===== src/vid_wr_config.svh =====
`ifndef VID_WR_CONFIG_SVH
`define VID_WR_CONFIG_SVH

// Pixel word width on the stream and in frame memory
`define VW_PIXEL_BITS 32

// Word address into frame memory, 4K words
`define VW_ADDR_BITS 12

// Rotating frame buffers
`define VW_NUM_BUFFERS 3

// Stages between pixel acceptance and the write engine
`define VW_DELAY_DEPTH 3

`endif

===== src/vid_pkg.sv =====
`default_nettype none

`include "vid_wr_config.svh"

package vid_pkg;

	// One pixel word
	typedef logic [`VW_PIXEL_BITS-1:0] pixel_t;
	typedef logic [`VW_ADDR_BITS-1:0]  mem_addr_t;  // Frame memory word address
	typedef logic [15:0]               line_cnt_t;  // Lines, frame height
	typedef logic [31:0]               frame_len_t; // Pixels per frame
	typedef logic [1:0]                buf_idx_t;   // 0 to 2

	// Beat from ingress to frame writer
	typedef struct packed {
		pixel_t data;
		logic   sol; // tuser, start of frame
		logic   eol; // tlast, end of line
	} pix_beat_t;

	// Beat from frame writer to write engine
	typedef struct packed {
		pixel_t data;
		logic   frame_last; // Final pixel of the frame
	} wr_beat_t;

	// Burst descriptor, issued once per frame
	typedef struct packed {
		mem_addr_t  base;
		frame_len_t len;
	} burst_desc_t;

	typedef enum logic [1:0] {
		IDLE,    // Waiting for sol
		RECEIVE, // Frame in progress
		DRAIN    // Last beat in flight, waiting for burst_done
	} writer_state_t;

	typedef enum logic {
		E_IDLE,
		E_WRITE
	} engine_state_t;

endpackage

`default_nettype wire


===== src/frame_writer.sv =====
`timescale 1ns/1ps
`default_nettype none

`include "vid_wr_config.svh"

module frame_writer (
	input  wire                 clk,
	input  wire                 rst_n,
	input  vid_pkg::frame_len_t pixels_per_frame,
	input  vid_pkg::line_cnt_t  frame_height,
	input  wire                 pix_valid,
	input  vid_pkg::pix_beat_t  pix_beat,
	output logic                pix_ready,
	output logic                burst_start,
	output vid_pkg::burst_desc_t burst_desc,
	output logic                beat_valid,
	output vid_pkg::wr_beat_t   wr_beat,
	input  wire                 burst_done,
	output logic                frame_ready,
	output vid_pkg::mem_addr_t  frame_base
);

	import vid_pkg::*;

	writer_state_t state, next_state;

	buf_idx_t   buf_idx;    // Buffer being filled next
	line_cnt_t  line_cnt;   // Lines finished in current frame
	line_cnt_t  line_base;
	frame_len_t base_full;  // pixels_per_frame * buf_idx
	logic       take;
	logic       start;
	logic       in_frame;   // Accepted beat belongs to the frame
	logic       frame_end;  // Beat that closes the last line
	logic       last_buf;

	// Delay line toward the engine
	logic [`VW_DELAY_DEPTH-1:0] dly_valid;
	wr_beat_t                   dly_beat [`VW_DELAY_DEPTH];

	assign pix_ready = (state != DRAIN); // Closed from final tlast until burst_done
	assign take      = pix_valid && pix_ready;
	assign start     = (state == IDLE) && take && pix_beat.sol;
	assign in_frame  = start || ((state == RECEIVE) && take);
	assign line_base = (state == IDLE) ? '0 : line_cnt; // Fresh count on sol
	assign frame_end = in_frame && pix_beat.eol &&
		(line_cnt_t'(line_base + 16'd1) == frame_height);
	assign last_buf  = (buf_idx == buf_idx_t'(`VW_NUM_BUFFERS - 1));

	// Descriptor for the buffer about to be filled
	assign base_full       = pixels_per_frame * frame_len_t'(buf_idx);
	assign burst_start     = start;
	assign burst_desc.base = mem_addr_t'(base_full);
	assign burst_desc.len  = pixels_per_frame;

	assign beat_valid = dly_valid[`VW_DELAY_DEPTH-1];
	assign wr_beat    = dly_beat[`VW_DELAY_DEPTH-1];

	always_comb begin
		next_state = state;
		case (state)
			IDLE: begin
				if (start)
					next_state = frame_end ? DRAIN : RECEIVE; // One-line frames possible
			end
			RECEIVE: begin
				if (frame_end)
					next_state = DRAIN;
			end
			DRAIN: begin
				if (burst_done)
					next_state = IDLE;
			end
			default: next_state = IDLE;
		endcase
	end

	always_ff @(posedge clk or negedge rst_n) begin
		if (!rst_n) begin
			state       <= IDLE;
			buf_idx     <= '0;
			line_cnt    <= '0;
			frame_ready <= 1'b0;
			frame_base  <= '0;
			dly_valid   <= '0;
		end else begin
			state       <= next_state;
			frame_ready <= 1'b0;
			dly_valid   <= {dly_valid[`VW_DELAY_DEPTH-2:0], in_frame};

			if (in_frame)
				line_cnt <= pix_beat.eol ? line_cnt_t'(line_base + 16'd1) : line_base;

			if (start)
				frame_base <= burst_desc.base; // Reported when frame completes

			// Frame fully written, report and rotate
			if (state == DRAIN && burst_done) begin
				frame_ready <= 1'b1;
				buf_idx     <= last_buf ? '0 : buf_idx + 2'd1;
			end
		end
	end

	// Beat data through the delay line
	always_ff @(posedge clk) begin
		dly_beat[0] <= '{data: pix_beat.data, frame_last: frame_end};
		for (int i = 1; i < `VW_DELAY_DEPTH; i++)
			dly_beat[i] <= dly_beat[i-1];
	end

	// New burst only once the previous frame has left the delay line
	a_start_pipe_empty: assert property (
		@(posedge clk) disable iff (!rst_n)
		burst_start |-> (dly_valid == '0)
	) else $error("frame_writer: burst_start with beats of the previous frame in flight");

	a_buf_range: assert property (
		@(posedge clk) disable iff (!rst_n)
		buf_idx < buf_idx_t'(`VW_NUM_BUFFERS)
	) else $error("frame_writer: buffer index out of range");

endmodule

`default_nettype wire


===== config.mk =====
export PLATFORM = sky130hd
export DESIGN_NAME = frame_writer
export DESIGN_NICKNAME = d
export VERILOG_FILES = /design/src/vid_pkg.sv /design/src/frame_writer.sv
export VERILOG_INCLUDE_DIRS = /design/src
export SDC_FILE = /design/constraint.sdc
export NUM_CORES = 1
export LEC_CHECK = 0
export BUFFER_PORTS_ARGS = -buffer_cell sky130_fd_sc_hd__buf_2
export CAP_MARGIN = 0
export CORE_MARGIN = 5
export CORE_UTILIZATION = 30
export DETAILED_ROUTE_END_ITERATION = 6
export SLEW_MARGIN = 20
export SYNTH_ARGS = -nofsm -noshare
export SYNTH_HDL_FRONTEND = slang
export SYNTH_SLANG_ARGS = --single-unit

===== constraint.sdc =====
create_clock -name clk -period 3.2 [get_ports clk]
set_input_delay 0.16 -clock clk [delete_from_list [all_inputs] [get_ports clk]]
set_output_delay 0.16 -clock clk [all_outputs]
set_load 0.02 [all_outputs]

# --- After elaboration in Yosys (flattened, before gate mapping) ---
# Memory sizes are Yosys's and may differ from the RTL's.
# Index checks and enable logic that the tools add are counted.
totals:
  output_inout_bits: 93
  ram_bits: 99
  mem_count: 1
  reg_bits: 36
  wordCells: 37
mem_list:
  columns: ["memory", "depth", "word_bits", "rd", "rd_clocked_by_memory_dff", "wr", "line", "rtl"]
  rows:
  - ["dly_beat", 3, 33, 3, 0, 3, "frame_writer.sv:39", "wr_beat_t dly_beat [`VW_DELAY_DEPTH];"]
op_classes:
  mul: 1
  n_reduce_logical: 10
  n_mux: 9
  addsub: 2
  eq_ne: 8
op_table:
  columns: ["cell", "n"]
  rows:
  - ["$mul A32 B2 Y12", 1]
  - ["$mux W16", 2]
  - ["$add A16 B1 Y16 const B", 1]
  - ["$eq A16 B16 Y1", 1]
  - ["$mux W2", 5]
  - ["$ne A2 B2 Y1 const B", 4]
  - ["$logic_and A1 B1 Y1", 7]
  - ["$pmux W2 S3", 1]
  - ["$eq A2 B2 Y1 const B", 2]
  - ["$reduce_and A3 Y1", 1]
  - ["$add A2 B1 Y2 const B", 1]
  - ["$eq A2 B1 Y1 const B", 1]
  - ["$logic_not A2 Y1", 1]
  - ["$logic_or A1 B1 Y1", 1]
  - ["$mux W1", 1]

# --- Longest topological paths before layout ---
# Gate-level depths: netlist of run 1.
logic_depth:
  word_depth: 10
  depth_mapped: 11
  depth_no_buf: 11

# --- Worst setup path before layout of run 1 ---
# No wires, ideal clock.
synth_path:
  path_type: "flip-flop to flip-flop"
  startpoint: "register state[0]"
  endpoint: "register state[1]"
  period_less_slack_ps: 2681
  required_time_ps: 3120
  slack_ps: 519
  arrival_time_ps: 2601
  path_buffers: 1
  path_stages_with_launch: 11
  cell_sequence: "dfrtp_1 -> or2_1 -> buf_4 -> and2_1 -> ha_1 -> xor2_1 -> a2111oi_4 -> nand4_1 -> or4_1 -> nor4_2 -> o21bai_1"
synth_between:
  elab_chain_len: 10
  elab_cells_between_ends: 21
synth_rtl:
  columns: ["element", "line", "rtl"]
  rows:
  - ["start: declaration", "frame_writer.sv:25", "writer_state_t state, next_state;"]
  - ["start signal: assignment", "frame_writer.sv:87", "state <= next_state;"]
  - ["parallel branches: the longest is 6 deep, another holds $add A16 B1 Y16", null, null]
  - ["$logic_and A1 B1 Y1 (*)", "frame_writer.sv:46", "assign frame_end = in_frame && pix_beat.eol &&"]
  - ["net frame_end", "frame_writer.sv:34", "logic frame_end;"]
  - ["$mux W2", "frame_writer.sv:64", "next_state = frame_end ? DRAIN : RECEIVE;"]
  - ["$mux W2", "frame_writer.sv:63", "if (start)"]
  - ["$pmux W2 S3", "frame_writer.sv:61", "case (state)"]
# Mark *: on every way through the listed nets, which the timed path passes. The select of a mux whose other input is x is not followed.
# A chain may end at the register's enable or synchronous reset.

# --- Worst setup path in the final report of run 1 ---
layout_path:
  startpoint: "register state[1]"
  endpoint: "register state[1]"
# The elaborated chain is that of the path after synthesis.

==> impl_metrics.yaml, run 1 <==
pwr:
  leakage_nw: 3.086
  p_per_area_mw_per_mm2: 656.1
  ir_worst_vdd_v: 0.0003809
  power_mw: 4.413
yosys:
  synth_edf_count: 0
  ys_types: 59
  yosysTopAreaCellShare_pct: 37.32
  avgSynthCellArea_sq_um: 10.84
  syn_area_sq_mm: 0.005310
  yosysMostFrequentCell: "dfxtp_1"
  yosys_warnings: 0
  synth_area_leader_cell: "dfxtp_1"
  syn_inst: 490
  synth.area.top_cells: "dfxtp_1 37%, dfrtp_1 17%, buf_4 9.6%"
  synth-seq-area-share_pct: 54.29
  synth.net_count: 588
  synth_common_cells: "99 x dfxtp_1, 68 x buf_4, 40 x nand2_1"
  ys_ff_latch: 135
  synthFlopType: "dfxtp_1"
  ys_async_sr_fraction_pct: 26.67
layout:
  final_nets: 703
  areaGrowthSynthToFinish_pct: 26.67
  diodes: 0
  drive_gt1_share_pct: 33.17
worst_setup_path:
  r2r_end: "state[1]"
  crit_chain: "or2_1 > and2_1 > ha_1 > nand3_1 > mux2i_1 > xnor2_1 > nand4_1 > or4_1 > nor4_2 > o21bai_1"
  worst-r2r-setup-slack_ps: 170
  path_depth: 10
  reg2regPathDepth: 10
  cpPeakStageDelay_ps: 530
  critPathTopFamily: "simple AND/OR/NAND/NOR gates"
  regToRegStartpoint: "state[1]"
  slowest_stage: "or4_1"
  required_ps: 3530
  start_kind: "flip-flop"
  endpoint_kind: "flip-flop"
  path_buf_inv: 0
  crit_arrival_ps: 3370
  path_class: "reg2reg"
  critical_path_peak_fanout: 10
worst_hold_path:
  holdPathEnd: "state[0]"
  whs_path_depth: 3
  hp-class: "in2reg"
  min_from: "pix_valid"
sta:
  fin_crit_ps: 3035
  report.final.slew_viol_count: 0
  finalClockSkew_ps: 11.23
  tightest_slew_ps: 905.7
  setup_viol: 0
  final_hold_viol_count: 0
  finalSetupTns_ps: 0
  max_freq_mhz: 329.5
  timing.hold.ws_ps: 103.1
  post-route-worst-setup-slack_ps: 165.4
  rsz0062_at_grt: "false"
  slew_headroom_pct: 39.62
  fin_crit_sh_pct: 94.83
detailed_routing:
  first_pass_iters: 7
  drc: 0
  routedWlPerCell_um: 14.70
  wl_mm: 12.39
  num_vias: 3767
  viasPerCell: 4.469
  drtIter0Drc: 160
  antenna_left: 0
grt:
  grt_pass1_vias: 3993
  grt_antenna_before_repair: 0
  grt_start_max_net_pins: 37
  grt_pass1_wl_mm: 19.98
  grt_usage_pct: 12.31
  gr-total-overflow: 0
clock_network:
  cts-root-buf: "clkbuf_16"
  cts_tree: "done"
  clk_pin_slew_worst_paths_ps: 60
  htree_levels: 4
  clock-sinks: 135
  cts_buffers: 17
  clockBufferDepth: 2
  clock_latency_ps: 410
floorplanning:
  die_y_um: 143.0
  fp.dieW_um: 143.0
  num_io_pins: 179
  start_util_pct: 30.59
  die_area_sq_mm: 0.02046
  fp.coreArea_sq_mm: 0.01736
  rows: 48
job:
  maxCapViolations: 0
place:
  port_buffers: 138
  place_worst_setup_slack_ps: 232.8
  place_congestion: 0.8437
  dp_hpwl_mm: 8.885
outcome:
  outcome: "finished, final reports clean"
-- where the power goes --
part           internal (mW)  switching [mW]  total (mW)  leakage [nW]
combinational          0.220           0.282       0.502          1.46
sequential              1.80          0.0679        1.87          1.31
clock                   1.27           0.775        2.05         0.310
total                   3.29            1.12        4.41          3.09
-- cell type report --
cell class / instances / area [sq um]
Fill cell: 1677 / 10630
Sequential cell: 135 / 2885
Multi-Input combinational cell: 263 / 1817
Timing Repair Buffer: 179 / 1081
Clock buffer: 18 / 439.2
Tap cell: 225 / 281.5
Clock inverter: 14 / 187.7
Inverter: 9 / 35.03
-- repair_timing --
item | in CTS | in global routing
hold buffers | 34 | 0
hold endpoints to repair | 69 | 0
gates resized for setup | 2 | 3
endpoints found under the setup margin | 1 | 1
setup buffers | 0 | 2
gates cloned | 0 | 0
-- sequential cells by signal, indices dropped and copies added (netlist names) --
| signal | flops |
|---|---|
| state | 2 |
| frame_base | 12 |
| dly_beat | 99 |
| line_cnt | 16 |
| buf_idx | 2 |
| dly_valid | 3 |
| frame_ready | 1 |
-- per-stage QoR --
step                area, sq um  util [%]  cells
floorplan                  5310         -    490
global placement           5733     33.03    775
detailed placement         5733     33.03    775
CTS                        6703     38.62    841
global route               6726     38.75    843
finish                     6726     38.75    843
-- cells by family after synthesis --
group | count (synthesis) | synth area share (%)
adders and majority gates | 12 | 2.969
muxes | 13 | 2.686
and+or+nand+nor | 140 | 13.90
buffers and inverters | 92 | 11.71
AOI/OAI and AO/OA | 62 | 8.106
DFF | 135 | 54.29
xor gates and xnor gates | 36 | 6.338
-- worst max path at each step --
stage / startpoint / end / slack [ps]
after global placement: state[1] / state[1] / 340
after CTS: buf_idx[1] / burst_desc[43] / 40
after global routing: state[0] / state[1] / 10
after detailed placement: state[1] / state[1] / 230
final: state[1] / state[1] / 170
after floorplan: state[0] / state[1] / 520
-- layout by cell type, fill, tap and decap left out, types with 7 or more instances in the layout --
| master | count |
|---|---|
| nor2_1 | 23 |
| nand2_1 | 40 |
| nand4_1 | 8 |
| xor2_1 | 8 |
| and2_1 | 20 |
| o21ai_0 | 22 |
| dlygate4sd3_1 | 34 |
| nor3_1 | 7 |
| dfrtp_1 | 34 |
| buf_2 | 139 |
| mux2_2 | 10 |
| nand3_1 | 14 |
| ha_1 | 11 |
| dfxtp_1 | 99 |
| xnor2_1 | 26 |
| a21oi_1 | 13 |
| clkbuf_16 | 17 |
-- routing by layer --
metal  GRT usage (%)  vias up  share of wire (%)
li1                -     1809                  -
met1           14.82     1762                 42
met2           20.18      166                 48
met3           3.516       30                8.1
met4           6.053        0                2.2
met5               0        -                  0
-- tightest hold or removal path, cell delays in order --
cell     delay (ps)
buf_2           130
a21oi_1         120
nor3_1           50
Power figures use the tool's default switching activity.
==> inputs of run 2 (changes only) <==
--- a/config.mk
+++ b/config.mk
@@ -9,8 +9,10 @@
 export BUFFER_PORTS_ARGS = -buffer_cell sky130_fd_sc_hd__buf_2
 export CAP_MARGIN = 0
 export CORE_MARGIN = 5
-export CORE_UTILIZATION = 30
+export CORE_UTILIZATION = 43
 export DETAILED_ROUTE_END_ITERATION = 6
+export MAX_ROUTING_LAYER = met4
+export PLACE_DENSITY = 0.7
 export SLEW_MARGIN = 20
 export SYNTH_ARGS = -nofsm -noshare
 export SYNTH_HDL_FRONTEND = slang
==> impl_metrics.yaml, run 2 (synthesis gave the netlist of run 1 again) <==
outcome:
  outcome: "finished, final reports clean"
clock_network:
  cts_tree: "done"
  clock-sinks: 135
  clk_pin_slew_worst_paths_ps: 60
  cts_buffers: 17
  cts-root-buf: "clkbuf_16"
  clock_latency_ps: 420
  clockBufferDepth: 2
  htree_levels: 4
worst_setup_path:
  path_class: "reg2out"
  startpoint: "buf_idx[0]"
  endpoint_kind: "output port"
  critical_path_peak_fanout: 14
  reg2regPathDepth: 11
  start_kind: "flip-flop"
  regToRegStartpoint: "state[0]"
  worst-r2r-setup-slack_ps: 320
  crit_arrival_ps: 2800
  required_ps: 3040
  r2r_end: "state[1]"
job:
  maxCapViolations: 0
detailed_routing:
  viasPerCell: 4.693
  first_pass_iters: 4
  wl_mm: 11.90
  drtIter0Drc: 215
  drc: 0
  routedWlPerCell_um: 15.14
  antenna_left: 0
  num_vias: 3689
sta:
  rsz0062_at_grt: "false"
  tightest_slew_ps: 816.4
  final_hold_viol_count: 0
  setup_viol: 0
  max_freq_mhz: 337.5
  finalClockSkew_ps: 7.688
  timing.hold.ws_ps: 118.7
  slew_headroom_pct: 45.57
  fin_crit_ps: 2963
  finalSetupTns_ps: 0
  report.final.slew_viol_count: 0
  fin_crit_sh_pct: 92.61
worst_hold_path:
  holdPathEnd: "state[0]"
  whs_path_depth: 3
  hp-class: "in2reg"
  min_from: "pix_valid"
grt:
  grt_antenna_before_repair: 0
  grt_usage_pct: 17.09
  grt_start_max_net_pins: 37
  gr-total-overflow: 0
  grt_pass1_wl_mm: 18.82
  grt_pass1_vias: 3725
layout:
  fin_cells: 786
  final_cell_mix: "138 x buf_2, 99 x dfxtp_1, 40 x nand2_1"
  regArea_sq_mm: 0.002885
  regMostFlops: "dly_beat"
  final_nets: 703
  areaGrowthSynthToFinish_pct: 24.60
  largest_reg_flops: 99
  mostFrequentLayoutCell: "buf_2"
  top_regs: "dly_beat (99), line_cnt (16), frame_base (12)"
  fill_cells: 1032
  diodes: 0
  drive_gt1_share_pct: 33.01
  multiInputGateArea_sq_mm: 0.001822
floorplanning:
  fp.coreArea_sq_mm: 0.01206
  rows: 40
  num_io_pins: 179
  fp.dieW_um: 121.1
  die_y_um: 121.1
  die_area_sq_mm: 0.01467
  start_util_pct: 44.02
place:
  place_congestion: 0.8595
  placed_cells: 720
  port_buffers: 138
  dp_hpwl_mm: 8.381
pwr:
  ir_worst_vdd_v: 0.0002826
  power_mw: 4.232
  leakage_nw: 3.063
  p_per_area_mw_per_mm2: 639.7
run 2: metrics by stage:
| stage | utilization [%] | cell area, sq um | setup WS [ps] |
|---|---|---|---|
| after floorplan | - | 5310 | 518.6 |
| after global placement | 47.06 | 5677 | 489.5 |
| after detailed placement | 47.06 | 5677 | 317.9 |
| after CTS | 54.76 | 6605 | 69.97 |
| after global routing | 54.85 | 6616 | 35.87 |
| final | 54.85 | 6616 | 236.6 |
run 2: layer usage:
metal  GRT usage (%)  share of wire (%)
met5               -                  0
met4           8.003                2.4
met3           5.128                6.7
met2           26.71                 49
met1           20.28                 42
run 2: what timing repair did:
item | in CTS | in global routing
hold buffers | 34 | 0
cloned | 0 | 0
gates resized for setup | 1 | 4
hold endpoints to repair | 69 | 0
buffers inserted | 0 | 0
endpoints found under the setup margin | 1 | 4
run 2: final cells by class:
| class | count | area share [%] |
|---|---|---|
| clock buffers | 17 | 6.430 |
| multi-input cells | 263 | 27.53 |
| inverters | 9 | 0.5295 |
| repair buffers | 179 | 16.38 |
| flip-flops and latches | 135 | 43.61 |
| well taps | 168 | 3.177 |
| clock inverters | 15 | 2.345 |
run 2: worst max-delay path by stage:
stage                      to  cells after the start
4_1_cts        burst_desc[43]                     11
3_5_place_dp         state[1]                     11
3_3_place_gp   frame_base[11]                     11
5_1_grt        burst_desc[43]                     11
6_report       burst_desc[43]                     11
2_1_floorplan        state[1]                     10
run 2: critical path, stage by stage (launching register included):
cell     delay [ps]
dfrtp_2         490
and2_1          170
ha_1            200
inv_1            70
fa_1            200
nor2b_1          60
o21ai_1         160
a21oi_1         130
a31o_2          260
o41ai_2         270
xnor2_1         180
buf_2           200
run 2: power by group:
part,switching [mW],internal (mW),total [mW]
clock,0.826,1.04,1.86
sequential,0.0709,1.80,1.87
combinational,0.281,0.220,0.501
total,1.18,3.05,4.23
