$ cat src/vid_wr_config.svh
`ifndef VID_WR_CONFIG_SVH
`define VID_WR_CONFIG_SVH

// Pixel word width on the stream and in frame memory
`define VW_PIXEL_BITS 32

// Word address into frame memory, 4K words
`define VW_ADDR_BITS 12

// Rotating frame buffers
`define VW_NUM_BUFFERS 3

// Stages between pixel acceptance and the write engine
`define VW_DELAY_DEPTH 3

`endif
$ cat src/vid_pkg.sv
`default_nettype none

`include "vid_wr_config.svh"

package vid_pkg;

	// One pixel word
	typedef logic [`VW_PIXEL_BITS-1:0] pixel_t;
	typedef logic [`VW_ADDR_BITS-1:0]  mem_addr_t;  // Frame memory word address
	typedef logic [15:0]               line_cnt_t;  // Lines, frame height
	typedef logic [31:0]               frame_len_t; // Pixels per frame
	typedef logic [1:0]                buf_idx_t;   // 0 to 2

	// Beat from ingress to frame writer
	typedef struct packed {
		pixel_t data;
		logic   sol; // tuser, start of frame
		logic   eol; // tlast, end of line
	} pix_beat_t;

	// Beat from frame writer to write engine
	typedef struct packed {
		pixel_t data;
		logic   frame_last; // Final pixel of the frame
	} wr_beat_t;

	// Burst descriptor, issued once per frame
	typedef struct packed {
		mem_addr_t  base;
		frame_len_t len;
	} burst_desc_t;

	typedef enum logic [1:0] {
		IDLE,    // Waiting for sol
		RECEIVE, // Frame in progress
		DRAIN    // Last beat in flight, waiting for burst_done
	} writer_state_t;

	typedef enum logic {
		E_IDLE,
		E_WRITE
	} engine_state_t;

endpackage

`default_nettype wire

$ cat src/stream_ingress.sv
`timescale 1ns/1ps
`default_nettype none

module stream_ingress (
	input  wire               clk,
	input  wire               rst_n,
	input  vid_pkg::pixel_t   s_axis_tdata,
	input  wire               s_axis_tvalid,
	input  wire               s_axis_tlast,  // End of line
	input  wire               s_axis_tuser,  // Start of frame
	output logic              s_axis_tready,
	output logic              pix_valid,
	output vid_pkg::pix_beat_t pix_beat,
	input  wire               pix_ready
);

	import vid_pkg::*;

	pix_beat_t in_beat;
	pix_beat_t skid_beat;  // Holds one beat caught while output stalls
	logic      skid_valid;
	logic      accept;
	logic      out_free;   // Main register may load this cycle

	assign in_beat  = '{data: s_axis_tdata, sol: s_axis_tuser, eol: s_axis_tlast};
	assign accept   = s_axis_tvalid && s_axis_tready;
	assign out_free = !pix_valid || pix_ready;

	// Control flops, tready comes straight from a register
	always_ff @(posedge clk or negedge rst_n) begin
		if (!rst_n) begin
			pix_valid     <= 1'b0;
			skid_valid    <= 1'b0;
			s_axis_tready <= 1'b0;
		end else if (out_free) begin
			if (skid_valid)
				pix_valid <= 1'b1; // Skid beat moves forward
			else
				pix_valid <= accept;
			skid_valid    <= 1'b0;
			s_axis_tready <= 1'b1;
		end else if (accept) begin
			// Output stalled, park the beat and close the port
			skid_valid    <= 1'b1;
			s_axis_tready <= 1'b0;
		end else begin
			s_axis_tready <= !skid_valid;
		end
	end

	// Payload, no reset needed
	always_ff @(posedge clk) begin
		if (out_free)
			pix_beat <= skid_valid ? skid_beat : in_beat;
		if (accept && !out_free)
			skid_beat <= in_beat;
	end

	// Held beat must not change until taken
	a_hold_stable: assert property (
		@(posedge clk) disable iff (!rst_n)
		pix_valid && !pix_ready |=> pix_valid && $stable(pix_beat)
	) else $error("stream_ingress: pix_beat changed while stalled");

endmodule

`default_nettype wire

$ cat config.mk
export PLATFORM = sky130hd
export DESIGN_NAME = stream_ingress
export DESIGN_NICKNAME = d
export VERILOG_FILES = /design/src/vid_pkg.sv /design/src/stream_ingress.sv
export VERILOG_INCLUDE_DIRS = /design/src
export SDC_FILE = /design/constraint.sdc
export NUM_CORES = 1
export LEC_CHECK = 0
export ABC_AREA = 1
export BUFFER_PORTS_ARGS = -buffer_cell sky130_fd_sc_hd__buf_2
export CAP_MARGIN = 25
export CORE_ASPECT_RATIO = 0.7
export CORE_MARGIN = 2
export CORE_UTILIZATION = 45
export CTS_CLUSTER_DIAMETER = 200
export DETAILED_ROUTE_END_ITERATION = 8
export PLACE_DENSITY_LB_ADDON = 0.08
export SLEW_MARGIN = 20
export SYNTH_ARGS = -nofsm -noshare
export SYNTH_HDL_FRONTEND = slang
export SYNTH_SLANG_ARGS = --single-unit
$ cat constraint.sdc
create_clock -name clk -period 3.9 [get_ports clk]
set_input_delay 0.195 -clock clk [delete_from_list [all_inputs] [get_ports clk]]
set_output_delay 0.195 -clock clk [all_outputs]
set_load 0.01 [all_outputs]
# Word level (Yosys, flattened, before mapping)
# Cells that the tools add are included.
dict set report word_totals {
  word_cells 22
  ff_bits 71
  inputBits 38
}
dict set report op_classes {
  reduce_logical 7
  n_mux 6
}
# op n
set ops {}
lappend ops {{34-bit two-way mux} 1}
lappend ops {{1-bit two-way mux} 5}
lappend ops {{1-bit logical NOT} 3}
lappend ops {{1-bit logical AND} 2}
lappend ops {{2-bit nonzero test} 1}
lappend ops {{1-bit logical OR} 1}

# Depth between registers and ports, before layout
# Gate-level depths: netlist of run 1.
dict set report depth {
  depth_word 4
  depth_mapped 5
}

# Worst setup path before layout of run 1
# No wires, ideal clock.
dict set report synth_path {
  path_kind {reg2reg}
  start {register pix_valid}
  end {register skid_beat[0] (netlist name), enable pin}
  arrival_ns 2.769
  period_less_slack_ns 3.193
  slack_ns 0.707
  path_stages_with_launch 3
  cell_sequence {dfrtp_1 > nand2_1 > nor2_1}
}
dict set report synth_via {
  elab_chain_cells 4
}
# item line
set synth_lines {}
lappend synth_lines {{start: declaration} stream_ingress.sv:12} ;# output logic pix_valid,
lappend synth_lines {{start signal: assignment} stream_ingress.sv:39} ;# pix_valid <= accept;
lappend synth_lines {{1-bit logical NOT} stream_ingress.sv:27} ;# assign out_free = !pix_valid || pix_ready;
lappend synth_lines {{1-bit logical OR} stream_ingress.sv:27}
lappend synth_lines {{via out_free} stream_ingress.sv:23} ;# logic out_free;
lappend synth_lines {{1-bit logical NOT} stream_ingress.sv:55} ;# if (accept && !out_free)
lappend synth_lines {{1-bit logical AND} stream_ingress.sv:55}
lappend synth_lines {{end signal: assignment} stream_ingress.sv:56} ;# skid_beat <= in_beat;
lappend synth_lines {{end: declaration} stream_ingress.sv:20} ;# pix_beat_t skid_beat;
# The timed path passes the listed nets, and every way through them passes these cells.
# A chain may end at the register's enable or synchronous reset.

# Final worst setup path of run 1
dict set report layout_path {
  start {register pix_valid}
  end {register skid_beat[15] (netlist name), enable pin}
}
# Same word-level chain as after synthesis.

==> results.py, run 1 <==
metrics = {
    "floorplanning": {
        "die_x_um": 95.07,
        "die_area_mm2": 0.006441,
        "rows": 23,
        "io_pins": 74,
        "start_util": 0.4608,
        "die_h_um": 67.75,
        "core_area_mm2": 0.005669,
    },
    "worst_setup_path": {
        "cp_cell_sequence": "nand2_2 > nor2_4",
        "end_kind": "flop",
        "worst_ep_required_time_ns": 3.86,
        "critPathTopFamily": "simple AND/OR/NAND/NOR gates",
        "arrival_ns": 2.15,
        "critPathMaxStageDelay_ns": 0.95,
        "cpMaxStageDelayCell": "nor2_4",
        "path_max_fanout": 38,
        "crit_buf_inv": 0,
        "path_class": "flop to flop",
        "startpoint_type": "flop",
    },
    "cts": {
        "cts_setup_buffers": 0,
        "clock_path_buffers": 2,
        "cts_tree": "done",
        "cts_made_buffers": 9,
        "htree_levels": 3,
        "insertion_delay_ns": 0.33,
        "ctsHoldBuffers": 1,
        "cts.sink_count": 71,
        "cts-root-buf": "clkbuf_8",
        "postCtsResizedCells": 0,
        "path_clk_slew_ns": 0.07,
    },
    "cells_and_area": {
        "drive_gt1_frac": 0.3199,
        "fin_nets": 307,
        "utilization": 0.5601,
        "final_common_cell": "nand2_1",
        "antennaDiodeCount": 0,
        "final_area_mm2": 0.003176,
        "area_growth_pct": 21.55,
        "mostFrequentLayoutCells": "nand2_1, buf_2, edfxtp_1",
    },
    "detailed_routing": {
        "dr.pass1.iters": 4,
        "first_iter_violations": 89,
        "num_vias": 1532,
        "wl_per_cell_um": 12.60,
        "ant_nets": 0,
        "drcViolationCount": 0,
        "vias_per_cell": 4.415,
        "wl_um": 4372,
    },
    "timing": {
        "fin_ws_ns": 1.702,
        "rsz0062_at_grt": "false",
        "fin_worst_skew_ns": 0.004411,
        "tns_ns": 0,
        "slew_headroom": 0.3794,
        "setup_viol": 0,
        "timing.fmax_mhz": 454.9,
        "finalHoldViolations": 0,
        "worst_pin_slew_ns": 0.9286,
        "min_period_over_period": 0.5637,
        "maxSlewViolCount": 0,
        "min_period_ns": 2.198,
    },
    "placed_design": {
        "portBuffers": 73,
        "detailed_place_hpwl_um": 2702,
        "gp_congestion": 0.7092,
        "dp_slack_ns": 1.608,
        "placed_cell_area_mm2": 0.003022,
    },
    "grt": {
        "grtUsageTotal": 0.1600,
        "grt_pass1_wl_um": 7176,
        "antenna_found_initial": 0,
        "grt_overflow": 0,
        "grt_pass1_vias": 1479,
        "grt_max_degree": 39,
    },
    "yosys": {
        "synth.ff_latch_count": 71,
        "netlist_instances": 190,
        "syn_area_per_cell_um2": 13.75,
        "synth_warnings": 0,
        "syn-num-nets": 228,
        "synth_seq_area_share": 0.8103,
        "netlist_area_mm2": 0.002613,
        "synth_cell_types": 10,
    },
    "power": {
        "peakVddDrop_uv": 226.8,
        "p_leak_nw": 1.390,
        "power_density_mw_per_mm2": 500.0,
        "power_w": 0.001588,
    },
    "hold_path": {
        "hold_class": "input pin to flop",
    },
    "job": {
        "maxCapViolCount": 0,
    },
    "status": {
        "outcome": "complete, no violations",
    },
}
synthesized netlist by cell type:
cell | instances | area, um^2
nand3_1 | 1 | 5.000
edfxtp_1 | 68 | 2042
buf_4 | 3 | 22.52
inv_6 | 1 | 8.760
nand2_1 | 106 | 397.9
dfrtp_1 | 3 | 75.07
a21oi_1 | 1 | 5.000
nor2_1 | 1 | 3.750
inv_1 | 2 | 7.510
buf_6 | 4 | 45.04
per-stage QoR:
stage | std cells | hold slack, ns
after floorplan | 190 | -0.1006
after global placement | 332 | -0.005959
after global routing | 347 | 0.01791
after detailed placement | 332 | -0.006499
final | 347 | 0.04979
after CTS | 347 | 0.03058
final cells by class:
type / instances / area (um^2)
inverters: 3 / 16.27
flip-flops and latches: 71 / 2117
clock inverters: 3 / 12.51
clock buffers: 11 / 131.4
multi-input cells: 109 / 421.7
fillers: 461 / 2494
well taps: 75 / 93.84
repair buffers: 75 / 382.9
power breakdown:
group          internal, W  total, W  switching [W]
Sequential        0.000925  0.000944      0.0000196
Clock             0.000219  0.000458       0.000240
Combinational    0.0000661  0.000185       0.000119
per-layer routing:
| metal | track usage | routed length (um) | up-vias |
|---|---|---|---|
| li1 | - | - | 792 |
| met1 | 0.2004 | 1953 | 680 |
| met2 | 0.2368 | 2021 | 53 |
| met3 | 0.08482 | 336 | 7 |
| met4 | 0.05978 | 61 | 0 |
| met5 | 0 | 0 | - |
path summary, 6_finish.rpt:
check,startpoint,endpoint,slack (ns),depth (start not counted)
worst max-delay path,pix_valid,skid_beat[15],1.70,2
worst min-delay path,s_axis_tdata[26],skid_beat[28],0.05,1
worst max register to register,pix_valid,skid_beat[15],1.70,2
worst min register to register,skid_beat[27],pix_beat[27],0.52,2
max in group asynchronous,rst_n,skid_valid,3.60,2
min in group asynchronous,rst_n,pix_valid,0.19,2
sequential cells by signal (all words and copies together), names as in the netlist:
name and count:
pix_valid 1, pix_beat 34, skid_beat 34, skid_valid 1, s_axis_tready 1
cell families (layout without fill, tap and decap cells):
logic type	Yosys count	in the layout	share of synthesized area
buffers and inverters	10	92	0.03209
and+or+nand+nor	108	108	0.1556
DFF	71	71	0.8103
AOI/OAI and AO/OA	1	1	0.001914
(Power assumes the default switching activity.)
==> inputs of run 2 (changes only) <==
--- a/config.mk
+++ b/config.mk
@@ -6,7 +6,7 @@
 export SDC_FILE = /design/constraint.sdc
 export NUM_CORES = 1
 export LEC_CHECK = 0
-export ABC_AREA = 1
+export ABC_AREA = 0
 export BUFFER_PORTS_ARGS = -buffer_cell sky130_fd_sc_hd__buf_2
 export CAP_MARGIN = 25
 export CORE_ASPECT_RATIO = 0.7
==> constraint.sdc (replaced) <==
create_clock -name clk -period 1.8 [get_ports clk]
set_input_delay 0.09 -clock clk [delete_from_list [all_inputs] [get_ports clk]]
set_output_delay 0.09 -clock clk [all_outputs]
set_load 0.01 [all_outputs]
==> run 2 against run 1 <==
  * Setup slack lost 1.2 ns
  * Sequential cell count is the same
  * Core utilization grew 7.3 points
  * Final area grew 15%
  * Combinational power grew to 2.8 times the previous value
  * Synthesized area grew 4.0%
  * Non-clock buffer count grew 38
  * Wire length grew 6.4%
  * Clock power grew 120%
==> results.py, run 2 <==
metrics = {
    "status": {
        "outcome": "complete, no violations",
    },
    "yosys": {
        "synth_most_common_cell": "edfxtp_1",
        "synth.ff_latch_count": 71,
        "synth_commonest_cells": "edfxtp_1, mux2_4, mux2_2, buf_12, dfrtp_1",
        "syn_area_per_cell_um2": 23.42,
        "synth_flop_cell": "edfxtp_1",
        "netlist_area_mm2": 0.002716,
        "synth-edff-count": 68,
        "synth_warnings": 0,
        "synth_top_cell_by_area": "edfxtp_1",
        "netlist_instances": 116,
        "ys_top_cells_by_area": "edfxtp_1, mux2_4, dfrtp_1",
        "async_reset_ff_frac": 0.04225,
        "syn-num-nets": 154,
        "synth_cell_types": 11,
        "synth_seq_area_share": 0.7794,
        "synth_top_area_frac": 0.7517,
    },
    "job": {
        "maxCapViolCount": 0,
    },
    "worst_setup_path": {
        "cp_cell_sequence": "nand2b_4 > nor2_4 > buf_4",
        "worst_ep_required_time_ns": 1.81,
        "r2r.worst_path.cells": 3,
        "startpoint": "pix_valid",
        "path_max_fanout": 23,
        "startpoint_type": "flop",
        "cpMaxStageDelayCell": "dfrtp_1",
        "critPathMaxStageDelay_ns": 0.38,
        "arrival_ns": 1.36,
        "r2r-start": "pix_valid",
        "end_kind": "flop",
        "path_class": "flop to flop",
    },
    "cells_and_area": {
        "drive_gt1_frac": 0.5375,
        "nFillCells": 436,
        "mostFrequentLayoutCells": "buf_2, edfxtp_1, dlygate4sd3_1",
        "multi_input_area_um2": 543.0,
        "top_regs": "pix_beat (34), skid_beat (34)",
        "regArea_mm2": 0.002118,
        "fin_cells": 315,
        "area_growth_pct": 34.82,
        "final_common_cell": "buf_2",
        "antennaDiodeCount": 0,
        "final_area_mm2": 0.003662,
        "fin_nets": 274,
    },
    "hold_path": {
        "hold_depth": 3,
        "hp-start": "s_axis_tvalid",
        "hold_class": "input pin to flop",
    },
    "floorplanning": {
        "die_h_um": 69.01,
        "core_area_mm2": 0.005784,
        "start_util": 0.4696,
        "rows": 23,
        "die_area_mm2": 0.006684,
        "die_x_um": 96.86,
        "io_pins": 74,
    },
    "timing": {
        "timing.fmax_mhz": 742.8,
        "worst_pin_slew_ns": 0.3306,
        "maxSlewViolCount": 0,
        "setup_viol": 0,
        "fin_worst_skew_ns": 0.007623,
        "tns_ns": 0,
        "finalHoldViolations": 0,
        "min_period_over_period": 0.7479,
        "rsz0062_at_grt": "false",
        "slew_headroom": 0.7795,
        "min_period_ns": 1.346,
        "holdWs_ns": 0.04158,
    },
    "power": {
        "peakVddDrop_uv": 617.9,
        "power_w": 0.003542,
        "power_density_mw_per_mm2": 967.3,
        "p_leak_nw": 1.479,
    },
    "grt": {
        "grt_overflow": 0,
        "antenna_found_initial": 0,
        "grt_pass1_vias": 1541,
        "grt_max_degree": 24,
        "grtUsageTotal": 0.1491,
        "grt_pass1_wl_um": 7431,
    },
    "cts": {
        "htree_levels": 3,
        "path_clk_slew_ns": 0.06,
        "clock_path_buffers": 2,
        "cts.sink_count": 71,
        "cts-root-buf": "clkbuf_8",
        "insertion_delay_ns": 0.33,
        "postCtsResizedCells": 0,
        "cts_made_buffers": 9,
        "cts_tree": "done",
    },
    "detailed_routing": {
        "drcViolationCount": 0,
        "first_iter_violations": 46,
        "vias_per_cell": 4.597,
        "ant_nets": 0,
        "dr.pass1.iters": 2,
        "wl_um": 4651,
        "wl_per_cell_um": 14.77,
        "num_vias": 1448,
    },
    "placed_design": {
        "placed_cell_area_mm2": 0.003158,
        "gp_congestion": 0.6766,
        "dpl.cell_count": 265,
        "portBuffers": 73,
    },
}
==> run 2: changes by cell type after synthesis, moves of 2 or more <==
cell / before / now
nand2_1: 106 / 2
mux2_4: 0 / 30
mux2_2: 0 / 4
buf_12: 0 / 3
buf_4: 3 / 0
buf_6: 4 / 1
inv_1: 2 / 0
==> run 2: layout make-up <==
type | count | area share
well taps | 75 | 0.02562
clock buffers | 10 | 0.03485
flip-flops and latches | 71 | 0.5784
repair buffers | 113 | 0.2057
clock inverters | 5 | 0.007175
multi-input cells | 41 | 0.1483
==> run 2: cell families (layout without fill, tap and decap cells) <==
| kind of cell | after synthesis | count (layout) | share of synthesized area |
|---|---|---|---|
| simple gates | 6 | 6 | 0.01014 |
| flops | 71 | 71 | 0.7794 |
| buf+inv | 4 | 128 | 0.02626 |
| mux | 34 | 34 | 0.1824 |
| compound gates | 1 | 1 | 0.001841 |
==> run 2: power by group <==
group          total (W)  internal, W  switching, W  leakage (nW)
registers        0.00202      0.00199     0.0000365         0.687
logic           0.000510     0.000276      0.000234         0.712
clock network    0.00101     0.000480      0.000531        0.0793
total            0.00354      0.00274      0.000801          1.48
==> run 2: critical path: cells and delay by family (launching register included) <==
family                 cells  cell delay (ns)
buffers and inverters      1             0.28
and+or+nand+nor            2             0.35
DFF                        1             0.38
==> run 2: path summary, 6_finish.rpt <==
check | slack (ns) | to
setup / recovery | 0.45 | skid_beat[28]
hold / removal | 0.04 | pix_valid
setup reg to reg | 0.45 | skid_beat[28]
hold reg to reg | 0.54 | pix_beat[24]
max in group asynchronous | 1.60 | skid_valid
min in group asynchronous | 0.08 | skid_valid
==> run 2: through the flow <==
step | utilization | setup WS [ns]
global placement | 0.5460 | 0.4925
floorplan | - | 0.1336
finish | 0.6331 | 0.4538
global route | 0.6331 | 0.3609
detailed placement | 0.5460 | 0.4518
CTS | 0.6331 | 0.4400
==> run 2: metal layers <==
metal,track usage,vias up,share of wire,routed length [um]
met1,0.1606,691,0.41,1898
met2,0.2531,48,0.52,2417
met3,0.06897,10,0.055,257
li1,-,699,-,-
met5,0,-,0,0
met4,0.06573,0,0.017,77
==> run 2: timing repair <==
item	CTS	global route
hold buffers	35	0
hold endpoints to repair	37	0
setup endpoints to repair	0	0
buffers inserted	0	0
==> inputs of run 3 (changes only) <==
--- a/config.mk
+++ b/config.mk
@@ -6,7 +6,7 @@
 export SDC_FILE = /design/constraint.sdc
 export NUM_CORES = 1
 export LEC_CHECK = 0
-export ABC_AREA = 0
+export ABC_AREA = 1
 export BUFFER_PORTS_ARGS = -buffer_cell sky130_fd_sc_hd__buf_2
 export CAP_MARGIN = 25
 export CORE_ASPECT_RATIO = 0.7
==> constraint.sdc (replaced) <==
create_clock -name clk -period 1.4 [get_ports clk]
set_input_delay 0.07 -clock clk [delete_from_list [all_inputs] [get_ports clk]]
set_output_delay 0.07 -clock clk [all_outputs]
set_load 0.01 [all_outputs]
==> run 3 against run 2 <==
  * Sequential share of layout area increased by 0.84 points
  * Sequential power increased by 30%
  * Setup slack got worse by 0.23 ns
  * Critical path type unchanged
  * Total power increased by 35%
==> results.py, run 3 (synthesis gave the netlist of run 1 again) <==
metrics = {
    "floorplanning": {
        "die_h_um": 67.75,
        "die_x_um": 95.07,
        "die_area_mm2": 0.006441,
        "core_area_mm2": 0.005669,
        "start_util": 0.4608,
        "io_pins": 74,
        "rows": 23,
    },
    "cells_and_area": {
        "drive_gt1_frac": 0.3045,
        "final_common_cell": "nand2_1",
        "fin_nets": 345,
        "area_growth_pct": 38.17,
        "mostFrequentLayoutCells": "nand2_1, buf_2, edfxtp_1",
        "nFillCells": 470,
        "final_area_mm2": 0.003610,
        "fin_cells": 387,
        "top_regs": "pix_beat (34), skid_beat (34)",
        "antennaDiodeCount": 0,
    },
    "detailed_routing": {
        "first_iter_violations": 68,
        "ant_nets": 0,
        "dr.pass1.iters": 4,
        "num_vias": 1697,
        "drcViolationCount": 0,
        "vias_per_cell": 4.385,
        "wl_per_cell_um": 12.71,
        "wl_um": 4919,
    },
    "job": {
        "maxCapViolCount": 0,
    },
    "timing": {
        "setup_viol": 0,
        "finalHoldViolations": 0,
        "slew_headroom": 0.8203,
        "min_period_over_period": 0.8433,
        "rsz0062_at_grt": "false",
        "timing.fmax_mhz": 847.0,
        "worst_pin_slew_ns": 0.2693,
        "min_period_ns": 1.181,
        "maxSlewViolCount": 0,
        "fin_worst_skew_ns": 0.004582,
        "tns_ns": 0,
    },
    "placed_design": {
        "placed_cell_area_mm2": 0.003079,
        "dpl.cell_count": 336,
        "gp_congestion": 0.7383,
        "portBuffers": 73,
        "detailed_place_hpwl_um": 2952,
    },
    "cts": {
        "cts_tree": "done",
        "clock_path_buffers": 2,
        "cts_made_buffers": 9,
        "cts-root-buf": "clkbuf_8",
        "htree_levels": 3,
        "cts_setup_buffers": 0,
        "insertion_delay_ns": 0.34,
        "postCtsResizedCells": 0,
        "cts.sink_count": 71,
        "path_clk_slew_ns": 0.07,
    },
    "grt": {
        "grt_max_degree": 38,
        "grt_pass1_wl_um": 7928,
        "grt_overflow": 0,
        "antenna_found_initial": 0,
        "grt_use_met1": 0.2173,
        "busiest_layer": "met2",
        "grtUsageMet3": 0.08371,
        "grt_pass1_vias": 1688,
        "grtUsageMet2": 0.2711,
        "grtUsageTotal": 0.1759,
    },
    "worst_setup_path": {
        "reg2reg_setup_slack_ns": 0.22,
        "r2r.worst_path.cells": 3,
        "path_class": "flop to flop",
        "rr_endpoint": "skid_beat[19]",
        "arrival_ns": 1.22,
        "end_kind": "flop",
        "r2r-start": "pix_valid",
        "startpoint_type": "flop",
        "path_max_fanout": 34,
        "worst_ep_required_time_ns": 1.44,
    },
    "hold_path": {
        "hold_class": "input pin to asynchronous set/reset pin",
    },
    "power": {
        "p_leak_nw": 1.577,
        "power_density_mw_per_mm2": 1323,
        "peakVddDrop_uv": 816.9,
    },
    "status": {
        "outcome": "complete, no violations",
    },
}
## run 3: worst max-delay path: stages, from the launching register on
cell and delay (ns):
dfrtp_2 0.41, nand2_8 0.10, nor2_4 0.14, buf_12 0.22
## run 3: final cells by class
type                    instances  area (um^2)  share of cell area
inverters                       3        16.27            0.004506
clock buffers                  11        131.4             0.03640
well taps                      75        93.84             0.02600
flip-flops and latches         71         2118              0.5868
multi-input cells             109        435.4              0.1206
clock inverters                 5        48.80             0.01352
repair buffers                113        765.7              0.2121
## run 3: worst max-delay path by stage
stage / cells after the start / to / slack (ns) / startpoint
detailed placement: 3 / skid_beat[11] / 0.22 / pix_valid
floorplan: 2 / skid_beat[0] / -0.17 / pix_valid
finish: 3 / skid_beat[19] / 0.22 / pix_valid
CTS: 3 / skid_beat[31] / 0.21 / pix_valid
global route: 3 / skid_beat[3] / 0.16 / pix_valid
global placement: 3 / skid_beat[33] / 0.22 / pix_valid
## run 3: where the power goes
part | internal (W) | total, W | switching (W)
combinational | 0.000268 | 0.000626 | 0.000358
clock | 0.000809 | 0.00152 | 0.000709
sequential | 0.00257 | 0.00263 | 0.0000589
## run 3: repair_timing
action	4_1_cts	5_1_grt
endpoints found under the hold margin	46	0
endpoints found under the setup margin	0	0
hold buffers	35	0
## run 3: layer usage
metal | vias to the layer above | share of wire
met4 | 0 | 0.016
met2 | 61 | 0.46
li1 | 874 | -
met3 | 10 | 0.061
met5 | - | 0
met1 | 752 | 0.46
## run 3: metrics by stage
step                hold slack, ns  total power [W]    util  setup WS, ns
detailed placement         -0.1268         0.003237  0.5431        0.2153
finish                     0.05502         0.004775  0.6367        0.2194
floorplan                  -0.2256         0.002984       -       -0.1739
global placement           -0.1268         0.003230  0.5431        0.2233
CTS                        0.03940         0.004833  0.6367        0.2063
global route               0.04192         0.005011  0.6367        0.1642
